**src/rtl/ioCtrlPkg.sv**
```systemverilog
// IO command controller shared types
package ioCtrlPkg;

    // Core register index width
    localparam int REG_IDX_W = 4;

    // Entries in each port queue
    localparam int FIFO_DEPTH = 8;

    // Bit 2 marks a store; bit 3 means send-now on a store and fetch on a load
    typedef enum logic [3:0] {
        LD_STALE_BYTE  = 4'b0000,
        LD_STALE_SBYTE = 4'b0001,
        LD_STALE_WORD  = 4'b0010,
        LD_BYTE        = 4'b1000,
        LD_SBYTE       = 4'b1001,
        LD_WORD        = 4'b1010,
        ST_BYTE        = 4'b0100,
        ST_WORD        = 4'b0110,
        ST_BYTE_SEND   = 4'b1100,
        ST_WORD_SEND   = 4'b1110
    } ioMinorOp;

    // Low two opcode bits
    typedef enum logic [1:0] {
        SZ_BYTE  = 2'b00,
        SZ_SBYTE = 2'b01,
        SZ_WORD  = 2'b10
    } accessSize;

    typedef enum logic [1:0] {
        KIND_STALE_LOAD = 2'b00,
        KIND_LOAD       = 2'b01,
        KIND_STORE      = 2'b10
    } cmdKind;

endpackage

```
**src/rtl/ioCmdIf.sv**
```systemverilog
// Decoded command link
`timescale 1ns/1ns

interface ioCmdIf #(
    parameter int PORT_BYTES = 4,
    parameter int DATA_W = 16
) ();

    localparam int SLOTS = (PORT_BYTES * 8) / DATA_W;
    localparam int SLOT_BITS = (SLOTS <= 2) ? 1 : $clog2(SLOTS);
    // Slot index plus byte lane
    localparam int ADDR_W = SLOT_BITS + 1;

    ioCtrlPkg::cmdKind kind;
    ioCtrlPkg::ioMinorOp op;
    logic [ADDR_W-1:0] addr;
    logic [DATA_W-1:0] data;
    logic [ioCtrlPkg::REG_IDX_W-1:0] dest;
    logic ack;
    logic req;

    modport sender(output kind, op, addr, data, dest, ack, input req);
    modport receiver(input kind, op, addr, data, dest, ack, output req);

endinterface

```
**src/rtl/cmdDecode.sv**
```systemverilog
// Core command input stage
`timescale 1ns/1ns

module cmdDecode #(
    parameter int PORT_BYTES = 4,
    parameter int DATA_W = 16
) (
    input  logic                            sys_clk,
    input  logic                            rstN,
    input  logic                            cmdAck,
    input  ioCtrlPkg::ioMinorOp             minorOp,
    input  logic [DATA_W-1:0]               addrOffset,
    input  logic [DATA_W-1:0]               cmdData,
    input  logic [ioCtrlPkg::REG_IDX_W-1:0] destReg,
    output logic                            cmdReq,
    ioCmdIf.sender                          down
);

    localparam int SLOTS = (PORT_BYTES * 8) / DATA_W;
    localparam int SLOT_BITS = (SLOTS <= 2) ? 1 : $clog2(SLOTS);
    localparam int ADDR_W = SLOT_BITS + 1;

    logic take;
    ioCtrlPkg::cmdKind kindNext;

    // Open when empty or when the held entry leaves this cycle
    assign cmdReq = !down.ack || down.req;
    assign take = cmdAck && cmdReq;

    always_comb begin
        if (minorOp[2]) begin
            kindNext = ioCtrlPkg::KIND_STORE;
        end else if (minorOp[3]) begin
            kindNext = ioCtrlPkg::KIND_LOAD;
        end else begin
            kindNext = ioCtrlPkg::KIND_STALE_LOAD;
        end
    end

    always_ff @(posedge sys_clk or negedge rstN) begin
        if (!rstN) begin
            down.ack <= 1'b0;
        end else if (take) begin
            down.ack <= 1'b1;
        end else if (down.req) begin
            down.ack <= 1'b0;
        end
    end

    // Held command fields
    always_ff @(posedge sys_clk) begin
        if (take) begin
            down.kind <= kindNext;
            down.op <= minorOp;
            down.addr <= addrOffset[ADDR_W-1:0];
            down.data <= cmdData;
            down.dest <= destReg;
        end
    end

endmodule

```
**src/rtl/storePacker.sv**
```systemverilog
// Store merge buffer and port command issue
`timescale 1ns/1ns

module storePacker #(
    parameter int PORT_BYTES = 4,
    parameter int DATA_W = 16,
    localparam int PORT_W = PORT_BYTES * 8,
    localparam int SLOTS = PORT_W / DATA_W,
    localparam int SLOT_BITS = (SLOTS <= 2) ? 1 : $clog2(SLOTS),
    localparam int ADDR_W = SLOT_BITS + 1,
    localparam int CMD_W = 1 + ioCtrlPkg::REG_IDX_W + PORT_W
) (
    input  logic                            sys_clk,
    input  logic                            rstN,
    ioCmdIf.receiver                        up,
    output logic                            fifoAck,
    output logic [CMD_W-1:0]                fifoData,
    input  logic                            fifoReq,
    output logic                            staleAck,
    output ioCtrlPkg::ioMinorOp             staleOp,
    output logic [ADDR_W-1:0]               staleAddr,
    output logic [ioCtrlPkg::REG_IDX_W-1:0] staleDest,
    input  logic                            staleReq
);

    localparam int BYTES_PER_WORD = DATA_W / 8;

    logic [SLOTS-1:0][DATA_W-1:0] storeWord;
    logic [SLOTS-1:0][DATA_W-1:0] mergedWord;
    logic [SLOT_BITS-1:0] slot;
    logic byteLane;
    logic isWordStore;
    logic sendNow;
    logic cmdFree;
    logic staleFree;
    logic takeStore;
    logic takeLoad;
    logic takeStale;
    logic queueCmd;

    assign slot = up.addr[SLOT_BITS-1:0];
    // Narrow data words carry a single byte lane
    assign byteLane = (BYTES_PER_WORD > 1) ? up.addr[SLOT_BITS] : 1'b0;
    assign isWordStore = ioCtrlPkg::accessSize'(up.op[1:0]) == ioCtrlPkg::SZ_WORD;
    assign sendNow = up.op[3];

    always_comb begin
        mergedWord = storeWord;
        if (isWordStore) begin
            mergedWord[slot] = up.data;
        end else begin
            mergedWord[slot][8*byteLane +: 8] = up.data[7:0];
        end
    end

    assign cmdFree = !fifoAck || fifoReq;
    assign staleFree = !staleAck || staleReq;

    // Only the output a command needs has to be free
    always_comb begin
        case (up.kind)
            ioCtrlPkg::KIND_STORE: up.req = sendNow ? cmdFree : 1'b1;
            ioCtrlPkg::KIND_LOAD:  up.req = cmdFree;
            default:               up.req = staleFree;
        endcase
    end

    assign takeStore = up.ack && up.req && (up.kind == ioCtrlPkg::KIND_STORE);
    assign takeLoad = up.ack && up.req && (up.kind == ioCtrlPkg::KIND_LOAD);
    assign takeStale = up.ack && up.req && (up.kind == ioCtrlPkg::KIND_STALE_LOAD);
    assign queueCmd = (takeStore && sendNow) || takeLoad;

    always_ff @(posedge sys_clk or negedge rstN) begin
        if (!rstN) begin
            storeWord <= '0;
            fifoAck <= 1'b0;
            staleAck <= 1'b0;
        end else begin
            if (takeStore) begin
                storeWord <= mergedWord;
            end
            if (queueCmd) begin
                fifoAck <= 1'b1;
            end else if (fifoReq) begin
                fifoAck <= 1'b0;
            end
            if (takeStale) begin
                staleAck <= 1'b1;
            end else if (staleReq) begin
                staleAck <= 1'b0;
            end
        end
    end

    // Send-store carries the merged word, fetch asks for a response
    always_ff @(posedge sys_clk) begin
        if (takeStore && sendNow) begin
            fifoData <= {1'b0, up.dest, mergedWord};
        end else if (takeLoad) begin
            fifoData <= {1'b1, up.dest, storeWord};
        end
        if (takeStale) begin
            staleOp <= up.op;
            staleAddr <= up.addr;
            staleDest <= up.dest;
        end
    end

endmodule

```
**src/rtl/syncFifo.sv**
```systemverilog
// Handshake FIFO
`timescale 1ns/1ns

module syncFifo #(
    parameter int WIDTH = 8,
    parameter int DEPTH = ioCtrlPkg::FIFO_DEPTH
) (
    input  logic             sys_clk,
    input  logic             rstN,
    input  logic             inAck,
    input  logic [WIDTH-1:0] inData,
    output logic             inReq,
    output logic             outAck,
    output logic [WIDTH-1:0] outData,
    input  logic             outReq
);

    localparam int PTR_W = (DEPTH <= 2) ? 1 : $clog2(DEPTH);
    localparam int CNT_W = $clog2(DEPTH + 1);

    logic [WIDTH-1:0] mem [DEPTH];
    logic [PTR_W-1:0] wrPtr;
    logic [PTR_W-1:0] rdPtr;
    logic [CNT_W-1:0] count;
    logic push;
    logic pop;

    function automatic logic [PTR_W-1:0] nextPtr(input logic [PTR_W-1:0] ptr);
        return (ptr == PTR_W'(DEPTH - 1)) ? '0 : ptr + 1'b1;
    endfunction

    assign inReq = count != CNT_W'(DEPTH);
    assign outAck = count != '0;
    assign outData = mem[rdPtr];
    assign push = inAck && inReq;
    assign pop = outAck && outReq;

    always_ff @(posedge sys_clk or negedge rstN) begin
        if (!rstN) begin
            wrPtr <= '0;
            rdPtr <= '0;
            count <= '0;
        end else begin
            if (push) begin
                wrPtr <= nextPtr(wrPtr);
            end
            if (pop) begin
                rdPtr <= nextPtr(rdPtr);
            end
            case ({push, pop})
                2'b10:   count <= count + 1'b1;
                2'b01:   count <= count - 1'b1;
                default: count <= count;
            endcase
        end
    end

    always_ff @(posedge sys_clk) begin
        if (push) begin
            mem[wrPtr] <= inData;
        end
    end

endmodule

```
**src/rtl/writebackStage.sv**
```systemverilog
// Load word and writeback arbitration
`timescale 1ns/1ns

module writebackStage #(
    parameter int PORT_BYTES = 4,
    parameter int DATA_W = 16,
    localparam int PORT_W = PORT_BYTES * 8,
    localparam int SLOTS = PORT_W / DATA_W,
    localparam int SLOT_BITS = (SLOTS <= 2) ? 1 : $clog2(SLOTS),
    localparam int ADDR_W = SLOT_BITS + 1,
    localparam int RSP_W = 1 + ioCtrlPkg::REG_IDX_W + PORT_W
) (
    input  logic                            sys_clk,
    input  logic                            rstN,
    input  logic                            rspAck,
    input  logic [RSP_W-1:0]                rspData,
    output logic                            rspReq,
    input  logic                            staleAck,
    input  ioCtrlPkg::ioMinorOp             staleOp,
    input  logic [ADDR_W-1:0]               staleAddr,
    input  logic [ioCtrlPkg::REG_IDX_W-1:0] staleDest,
    output logic                            staleReq,
    output logic                            wbAck,
    input  logic                            wbReq,
    output logic [ioCtrlPkg::REG_IDX_W-1:0] wbDestReg,
    output logic [DATA_W-1:0]               wbData
);

    localparam int BYTES_PER_WORD = DATA_W / 8;

    logic rspIsReg;
    logic [ioCtrlPkg::REG_IDX_W-1:0] rspDest;
    logic [PORT_W-1:0] rspWord;
    logic regWb;
    logic [SLOTS-1:0][DATA_W-1:0] loadWord;
    logic [DATA_W-1:0] slotWord;
    logic [7:0] slotByte;
    logic byteLane;
    logic [DATA_W-1:0] staleData;

    assign rspIsReg = rspData[RSP_W-1];
    assign rspDest = rspData[PORT_W +: ioCtrlPkg::REG_IDX_W];
    assign rspWord = rspData[PORT_W-1:0];

    // Memory responses drain at once, register responses wait for the core
    assign regWb = rspAck && rspIsReg;
    assign rspReq = rspIsReg ? wbReq : 1'b1;
    assign staleReq = wbReq && !regWb;

    assign wbAck = regWb || staleAck;
    assign wbDestReg = regWb ? rspDest : staleDest;
    assign wbData = regWb ? rspWord[DATA_W-1:0] : staleData;

    always_ff @(posedge sys_clk or negedge rstN) begin
        if (!rstN) begin
            loadWord <= '0;
        end else if (rspAck && rspReq) begin
            loadWord <= rspWord;
        end
    end

    // Stale load alignment
    assign slotWord = loadWord[staleAddr[SLOT_BITS-1:0]];
    assign byteLane = (BYTES_PER_WORD > 1) ? staleAddr[SLOT_BITS] : 1'b0;
    assign slotByte = slotWord[8*byteLane +: 8];

    always_comb begin
        case (ioCtrlPkg::accessSize'(staleOp[1:0]))
            ioCtrlPkg::SZ_BYTE:  staleData = DATA_W'(slotByte);
            ioCtrlPkg::SZ_SBYTE: staleData = DATA_W'($signed(slotByte));
            default:             staleData = slotWord;
        endcase
    end

endmodule

```
**src/rtl/ioCommandController.sv**
```systemverilog
// IO command controller top level
`timescale 1ns/1ns

module ioCommandController #(
    parameter int PORT_BYTES = 4,
    parameter int DATA_W = 16
) (
    input  logic                            sys_clk,
    input  logic                            rstN,

    input  logic                            cmdAck,
    output logic                            cmdReq,
    input  ioCtrlPkg::ioMinorOp             minorOp,
    input  logic [DATA_W-1:0]               addrOffset,
    input  logic [DATA_W-1:0]               cmdData,
    input  logic [ioCtrlPkg::REG_IDX_W-1:0] destReg,

    output logic                            wbAck,
    input  logic                            wbReq,
    output logic [ioCtrlPkg::REG_IDX_W-1:0] wbDestReg,
    output logic [DATA_W-1:0]               wbData,

    output logic                            ioCmdAck,
    input  logic                            ioCmdReq,
    output logic                            ioRespRequested,
    output logic [ioCtrlPkg::REG_IDX_W-1:0] ioDestRegOut,
    output logic [PORT_BYTES*8-1:0]         ioDataOut,

    input  logic                            ioRspAck,
    output logic                            ioRspReq,
    input  logic                            ioRegRespFlag,
    input  logic                            ioMemRespFlag,
    input  logic [ioCtrlPkg::REG_IDX_W-1:0] ioDestRegIn,
    input  logic [PORT_BYTES*8-1:0]         ioDataIn
);

    localparam int PORT_W = PORT_BYTES * 8;
    localparam int SLOTS = PORT_W / DATA_W;
    localparam int SLOT_BITS = (SLOTS <= 2) ? 1 : $clog2(SLOTS);
    localparam int ADDR_W = SLOT_BITS + 1;
    // Flag, destination register and port word
    localparam int ENTRY_W = 1 + ioCtrlPkg::REG_IDX_W + PORT_W;

    logic packAck;
    logic packReq;
    logic [ENTRY_W-1:0] packData;
    logic [ENTRY_W-1:0] cmdQueueData;
    logic staleAck;
    logic staleReq;
    ioCtrlPkg::ioMinorOp staleOp;
    logic [ADDR_W-1:0] staleAddr;
    logic [ioCtrlPkg::REG_IDX_W-1:0] staleDest;
    logic rspInAck;
    logic rspOutAck;
    logic rspOutReq;
    logic [ENTRY_W-1:0] rspOutData;

    ioCmdIf #(.PORT_BYTES(PORT_BYTES), .DATA_W(DATA_W)) decoded ();

    cmdDecode #(.PORT_BYTES(PORT_BYTES), .DATA_W(DATA_W)) decodeStage (
        .sys_clk   (sys_clk),
        .rstN      (rstN),
        .cmdAck    (cmdAck),
        .minorOp   (minorOp),
        .addrOffset(addrOffset),
        .cmdData   (cmdData),
        .destReg   (destReg),
        .cmdReq    (cmdReq),
        .down      (decoded.sender)
    );

    storePacker #(.PORT_BYTES(PORT_BYTES), .DATA_W(DATA_W)) packer (
        .sys_clk  (sys_clk),
        .rstN     (rstN),
        .up       (decoded.receiver),
        .fifoAck  (packAck),
        .fifoData (packData),
        .fifoReq  (packReq),
        .staleAck (staleAck),
        .staleOp  (staleOp),
        .staleAddr(staleAddr),
        .staleDest(staleDest),
        .staleReq (staleReq)
    );

    syncFifo #(.WIDTH(ENTRY_W)) cmdQueue (
        .sys_clk(sys_clk),
        .rstN   (rstN),
        .inAck  (packAck),
        .inData (packData),
        .inReq  (packReq),
        .outAck (ioCmdAck),
        .outData(cmdQueueData),
        .outReq (ioCmdReq)
    );

    assign ioRespRequested = cmdQueueData[ENTRY_W-1];
    assign ioDestRegOut = cmdQueueData[PORT_W +: ioCtrlPkg::REG_IDX_W];
    assign ioDataOut = cmdQueueData[PORT_W-1:0];

    // Responses with neither flag set are dropped
    assign rspInAck = ioRspAck && (ioRegRespFlag || ioMemRespFlag);

    syncFifo #(.WIDTH(ENTRY_W)) rspQueue (
        .sys_clk(sys_clk),
        .rstN   (rstN),
        .inAck  (rspInAck),
        .inData ({ioRegRespFlag, ioDestRegIn, ioDataIn}),
        .inReq  (ioRspReq),
        .outAck (rspOutAck),
        .outData(rspOutData),
        .outReq (rspOutReq)
    );

    writebackStage #(.PORT_BYTES(PORT_BYTES), .DATA_W(DATA_W)) writeback (
        .sys_clk  (sys_clk),
        .rstN     (rstN),
        .rspAck   (rspOutAck),
        .rspData  (rspOutData),
        .rspReq   (rspOutReq),
        .staleAck (staleAck),
        .staleOp  (staleOp),
        .staleAddr(staleAddr),
        .staleDest(staleDest),
        .staleReq (staleReq),
        .wbAck    (wbAck),
        .wbReq    (wbReq),
        .wbDestReg(wbDestReg),
        .wbData   (wbData)
    );

endmodule

```
**config.mk**
```make
export PLATFORM = sky130hd
export DESIGN_NAME = ioCommandController
export DESIGN_NICKNAME = d
export VERILOG_FILES = /design/src/rtl/ioCtrlPkg.sv /design/src/rtl/ioCmdIf.sv /design/src/rtl/cmdDecode.sv /design/src/rtl/storePacker.sv /design/src/rtl/syncFifo.sv /design/src/rtl/writebackStage.sv /design/src/rtl/ioCommandController.sv
export SDC_FILE = /design/constraint.sdc
export NUM_CORES = 1
export LEC_CHECK = 0
export ABC_AREA = 1
export ABC_CLOCK_PERIOD_IN_PS = 3100
export BUFFER_PORTS_ARGS = -buffer_cell sky130_fd_sc_hd__buf_4
export CAP_MARGIN = 20
export CORE_MARGIN = 2
export CORE_UTILIZATION = 45
export DETAILED_ROUTE_END_ITERATION = 16
export PLACE_DENSITY_LB_ADDON = 0.25
export SYNTH_ARGS = -nofsm -noshare
export SYNTH_HDL_FRONTEND = slang
export SYNTH_SLANG_ARGS = --single-unit
```
**constraint.sdc**
```tcl
create_clock -name sys_clk -period 3.1 [get_ports sys_clk]
set_input_delay 0.465 -clock sys_clk [delete_from_list [all_inputs] [get_ports sys_clk]]
set_output_delay 0.465 -clock sys_clk [all_outputs]
set_load 0.005 [all_outputs]
```
==> impl_metrics.ini, run 1 <==
[floorplan]
ioPinCount = 145
core.rowCount = 95
die_area_um2 = 69900
core_um2 = 67200
die_h_um = 264
initial_core_util_pct = 45.4
dieWidth_um = 264

[global_routing]
grt_usage_pct = 21.1
grt_pass1_wl_um = 113000
grt_pass1_vias = 19600
overflow = 0
antenna_found_initial = 4
grt_max_degree = 88

[synthesis]
ys_types = 37
synthesis.area_um2 = 30500
ys_warn_count = 0
avgSynthCellArea_um2 = 11.8
synth_cells = 2574
ys_ff_latch = 751
synth.yosys.seq_area_share_pct = 72.5
syn-num-nets = 2676

[placement]
place_congestion = 0.819
io_buffer_count = 130
dp_slack_ns = 0.395
place_area_um2 = 32800
hpwl_um = 42200

[clock_network]
cts_tree = yes
cts_max_level = 3
cts_sinks = 751
numCtsBuffers = 78
cts_root_buffer = clkbuf_16
clk_latency_ns = 0.64
clk_pin_slew_ns = 0.06
cts.path.max_buffers = 3

[critical_path]
startpoint_type = flop
cp-end-kind = output port
cp_data_arrival_time_ns = 2.56
cpMostUsedCell = buf_4
path_cells = clkinv_2 -> buf_4 -> o21ai_0 -> o22ai_1 -> nor2_1 -> a31oi_1 -> buf_4
slowest_delay_ns = 0.51
cp_slowest_cell = dfrtp_4
critPathKind = reg2out
path_max_fanout = 17
path_delay_family = buffers and inverters
cp.required_ns = 2.63
crit_buf_inv = 3

[sta]
worst_pin_slew_ns = 0.661
fin_ws_ns = 0.0780
fin_worst_skew_ns = 0.0446
max_freq_ghz = 0.331
tns_ns = 0
finalSetupViolCount = 0
period_share_pct = 97.5
period_needed_ns = 3.02
slew_viol_final = 0
hold_viol_final = 0
maxSlewHeadroom_pct = 55.9
rsz0062_at_grt = no

[pwr]
ir_drop_mv = 0.634
power_density_nw_per_um2 = 987
p_leak_nw = 12.8

[layout]
nFillCells = 5524
final_area_um2 = 35700
num-nets-final = 2800
drive_above_1_share_pct = 13.3
syn_to_final_growth_pct = 17.1
layout_common_cells = edfxtp_1, nor2_1, o21ai_0, nand2_1, buf_4
final_common_cell = edfxtp_1

[hold_path]
hold_class = in2reg

[detailed_routing]
vias = 20300
first_iter_violations = 1765
first_pass_iters = 5
wl_per_cell_um = 20.5
drt_wl_total_um = 74400
viasPerCell = 5.58
final_antenna_net_count = 0
drc = 0

[status]
status = finished, final reports clean

[run]
maxCapViolations = 0
[cell type report]
cell class	count	area (um^2)	share of cell area, %
multi-input cells	1580	7640	21.4
diodes	3	7.51	0.0210
well taps	873	1090	3.06
inverters	86	335	0.939
clock inverters	47	490	1.37
flip-flops and latches	751	22100	61.9
repair buffers	201	1990	5.57
clock buffers	96	2050	5.74
[path summary, 6_finish.rpt]
check                                             from                       end  slack, ns  depth (start not counted)
worst max register to register       rspQueue.rdPtr[0]         rspQueue.count[3]       0.51                         16
worst min-delay path                        cmdData[2]  decodeStage.down.data[2]       0.04                          1
max in group asynchronous                         rstN         rspQueue.rdPtr[0]       2.09                          3
worst min register to register  decodeStage.down.op[1]         packer.staleOp[1]       0.45                          0
worst max-delay path                 cmdQueue.rdPtr[0]             ioDataOut[27]       0.08                          7
min in group asynchronous                         rstN      packer.storeWord[13]       0.40                          3
[cell usage after synthesis, drive strengths merged]
cell | count | area (um^2)
or2 | 4 | 25.0
ha | 17 | 213
xnor2 | 4 | 35.0
nor3 | 9 | 45.0
edfxtp | 663 | 19900
o21a | 5 | 37.5
a21oi | 21 | 105
nor2 | 529 | 1990
a221oi | 8 | 70.1
o31ai | 2 | 15.0
o21ai | 420 | 2100
buf | 35 | 209
dfxtp | 1 | 20.0
dfrtp | 87 | 2180
xor2 | 3 | 26.3
mux2i | 1 | 10.0
o22ai | 103 | 644
nand4 | 2 | 27.5
nand3 | 54 | 295
nand2 | 310 | 1170
nand3b | 2 | 15.0
and2 | 2 | 12.5
clkbuf | 122 | 458
o211ai | 1 | 7.51
a31oi | 73 | 457
a211oi | 1 | 7.51
o221ai | 8 | 70.1
inv | 86 | 323
fa | 1 | 20.0
[what timing repair did]
item | in CTS | in global routing
setup buffers | 0 | 2
pin swaps | 0 | 1
gates resized for setup | 27 | 22
endpoints found under the setup margin | 20 | 30
cloned | 2 | 1
hold endpoints to repair | 92 | 0
hold buffers | 6 | 0
[metal layers]
| layer | track usage (%) | routed length (um) |
|---|---|---|
| met1 | 28.0 | 31400 |
| met4 | 7.62 | 2250 |
| met5 | 0 | 13 |
| met3 | 3.39 | 4470 |
| met2 | 35.3 | 36300 |
[cell families (layout without fill, tap and decap cells)]
kind of cell	after synthesis	in the layout	synth area share, %
AND/OR/NAND/NOR	912	912	11.7
adder cells (fa/ha/maj)	18	18	0.763
AO/OA/AOI/OAI	642	642	11.5
XOR/XNOR	7	7	0.201
flip-flops	751	751	72.5
other	0	3	0
buffers and inverters	243	430	3.25
multiplexers	1	1	0.0328
[metrics by stage]
| step | std cells | power (mW) | hold WS (ns) | utilization, % |
|---|---|---|---|---|
| final | 3637 | 35.3 | 0.0450 | 53.2 |
| after global routing | 3637 | 37.2 | 0.0180 | 53.2 |
| after CTS | 3631 | 35.2 | 0.0124 | 53.0 |
| after detailed placement | 3480 | 25.8 | 0.444 | 48.9 |
| after global placement | 3480 | 25.4 | 0.441 | 48.9 |
| after floorplan | 2574 | 20.9 | 0.169 | - |
[power breakdown]
part | total [mW] | internal, mW | switching (mW) | leakage (nW)
logic | 12.3 | 4.45 | 7.83 | 4.45
clock network | 9.17 | 5.27 | 3.89 | 1.22
registers | 13.8 | 12.9 | 0.930 | 7.08
total | 35.3 | 22.6 | 12.6 | 12.8
[sequential cells by signal, summed over array words and instances, names as in the netlist, 16 cells and up]
name                   count
cmdQueue.mem             296
rspQueue.mem             296
packer.fifoData           37
packer.storeWord          32
writeback.loadWord        32
decodeStage.down.data     16
Note: power is estimated with default switching activity, not from simulation.
==> inputs of run 2 (changes only) <==
Settings changed: CTS_BUF_LIST from default to sky130_fd_sc_hd__clkbuf_8 sky130_fd_sc_hd__clkbuf_16.
==> run 2 against run 1 <==
Utilization unchanged. Via count increased by 0.13%. Power down 0.13%. Register-to-register slack barely moved. Critical path depth unchanged. Sequential power is essentially flat. Non-clock buffer count unchanged. Setup slack worse by 0.0017 ns. Clock-buffer cell count decreased by 16. Worst hold slack barely moved. Largest cell class unchanged. Largest power group unchanged.
==> impl_metrics.ini, run 2 (synthesized netlist as in run 1, its figures left out) <==
[pwr]
netSwitchingFraction_pct = 36.0
pwr-share-seq_pct = 39.2
internal_power_mw = 22.5
power_mw = 35.2
ir_drop_mv = 0.633
power_density_nw_per_um2 = 986
comb_power_share_pct = 34.9
p_sw_mw = 12.7
pwr-share-clk_pct = 25.9
p_leak_nw = 12.8

[detailed_routing]
vias = 20300
drc = 0
final_antenna_net_count = 0
drt_wl_total_um = 74400
wl_per_cell_um = 20.5
viasPerCell = 5.59
first_pass_iters = 5
first_iter_violations = 1784

[global_routing]
grt_usage_pct = 21.1
grt_pass1_wl_um = 113000
grt_max_degree = 88
overflow = 0
antenna_found_initial = 4
grt_pass1_vias = 19600

[layout]
nFillCells = 5524
layout_common_cells = edfxtp_1, nor2_1, o21ai_0, nand2_1, buf_4
syn_to_final_growth_pct = 17.1
num-nets-final = 2800
final_cell_count_no_fill = 3637
final_common_cell = edfxtp_1
drive_above_1_share_pct = 13.3
reg_top3 = cmdQueue.mem: 296 flops, rspQueue.mem: 296 flops, packer.fifoData: 37 flops

[floorplan]
die_area_um2 = 69900
ioPinCount = 145
dieWidth_um = 264
initial_core_util_pct = 45.4
die_h_um = 264
core_um2 = 67200
core.rowCount = 95

[sta]
maxSlewHeadroom_pct = 56.4
worst_pin_slew_ns = 0.653
hold_viol_final = 0
max_freq_ghz = 0.331
period_share_pct = 97.5
finalSetupViolCount = 0
rsz0062_at_grt = no
period_needed_ns = 3.02
slew_viol_final = 0
fin_worst_skew_ns = 0.0434
holdWs_ns = 0.0454

[critical_path]
critPathKind = reg2out
startpoint_type = flop
rr_worst_depth = 14
cp-startpoint = cmdQueue.rdPtr[0]
reg2reg_slack_ns = 0.51
r2r_start = cmdQueue.count[0]
rr_endpoint = cmdQueue.count[3]
cp_data_arrival_time_ns = 2.56
cp-end-kind = output port
path_max_fanout = 17
cp.required_ns = 2.63

[run]
maxCapViolations = 0

[placement]
hpwl_um = 42200
place_congestion = 0.819
place_inst = 3480
io_buffer_count = 130

[hold_path]
hp-start = cmdData[2]
whs_endpoint = decodeStage.down.data[2]
hold_depth = 1
hold_class = in2reg

[clock_network]
cts_root_buffer = clkbuf_16
clk_latency_ns = 0.64
cts_max_level = 3
numCtsBuffers = 78
clk_pin_slew_ns = 0.06
cts_tree = yes
cts.path.max_buffers = 3
cts_sinks = 751

[status]
status = finished, final reports clean
==> run 2: cell count changes in the layout (fill, tap and decap cells not counted) <==
| cell | delta |
|---|---|
| clkbuf_1 | -16 |
| inv_1 | +16 |
==> run 2: per-stage QoR <==
stage               setup WS, ns  utilization [%]  instance area [um^2]  setup TNS, ns
floorplan                -0.0624                -                 30500          -9.23
global placement           0.424             48.9                 32800              0
detailed placement         0.395             48.9                 32800              0
CTS                      0.00360             53.0                 35600              0
global route             0.00273             53.2                 35700              0
finish                    0.0762             53.2                 35700              0
==> run 2: worst max path at each step <==
stage / end / slack (ns) / cells after the start
final: ioDataOut[27] / 0.08 / 7
after floorplan: cmdQueue.mem[0][0] / -0.06 / 7
after global routing: cmdReq / 0.003 / 9
after detailed placement: wbData[12] / 0.40 / 8
after CTS: wbData[5] / 0.004 / 11
after global placement: wbData[12] / 0.42 / 8
==> run 2: layer usage <==
metal | GRT usage (%) | vias to the layer above | wire length [um]
li1 | - | 9459 | -
met1 | 28.0 | 10100 | 31400
met4 | 7.62 | 2 | 2280
met2 | 35.3 | 650 | 36300
met3 | 3.39 | 144 | 4410
met5 | 0 | - | 13
==> run 2: area by class of cell <==
class,count,area [um^2],area share (%)
flip-flops and latches,751,22100,61.9
inverters,86,335,0.939
clock inverters,63,551,1.54
multi-input cells,1580,7640,21.4
repair buffers,201,1990,5.57
diodes,3,7.51,0.0210
clock buffers,80,1990,5.57
well taps,873,1090,3.06
==> run 2: power groups by stage <==
| stage | clock network, mW | registers [mW] | logic [mW] |
|---|---|---|---|
| final | 9.12 | 13.8 | 12.3 |
| after global routing | 9.65 | 14.0 | 13.6 |
| after CTS | 9.27 | 13.8 | 12.1 |
| after detailed placement | 0 | 14.0 | 11.8 |
| after global placement | 0 | 13.9 | 11.5 |
| after floorplan | 0 | 13.6 | 7.21 |
==> run 2: repair_timing <==
item | CTS | global route
buffers inserted | 0 | 2
hold endpoints to repair | 92 | 0
gates cloned | 2 | 1
hold buffers | 6 | 0
setup endpoints to repair | 20 | 30
pin swaps | 0 | 1
gates resized for setup | 27 | 22
==> run 2: worst max-delay path: stages, from the launching register on <==
cell and delay, ns:
dfrtp_4 0.51, clkinv_2 0.23, buf_4 0.26, o21ai_0 0.10, o22ai_1 0.16, nor2_1 0.06
a31oi_1 0.42, buf_4 0.20
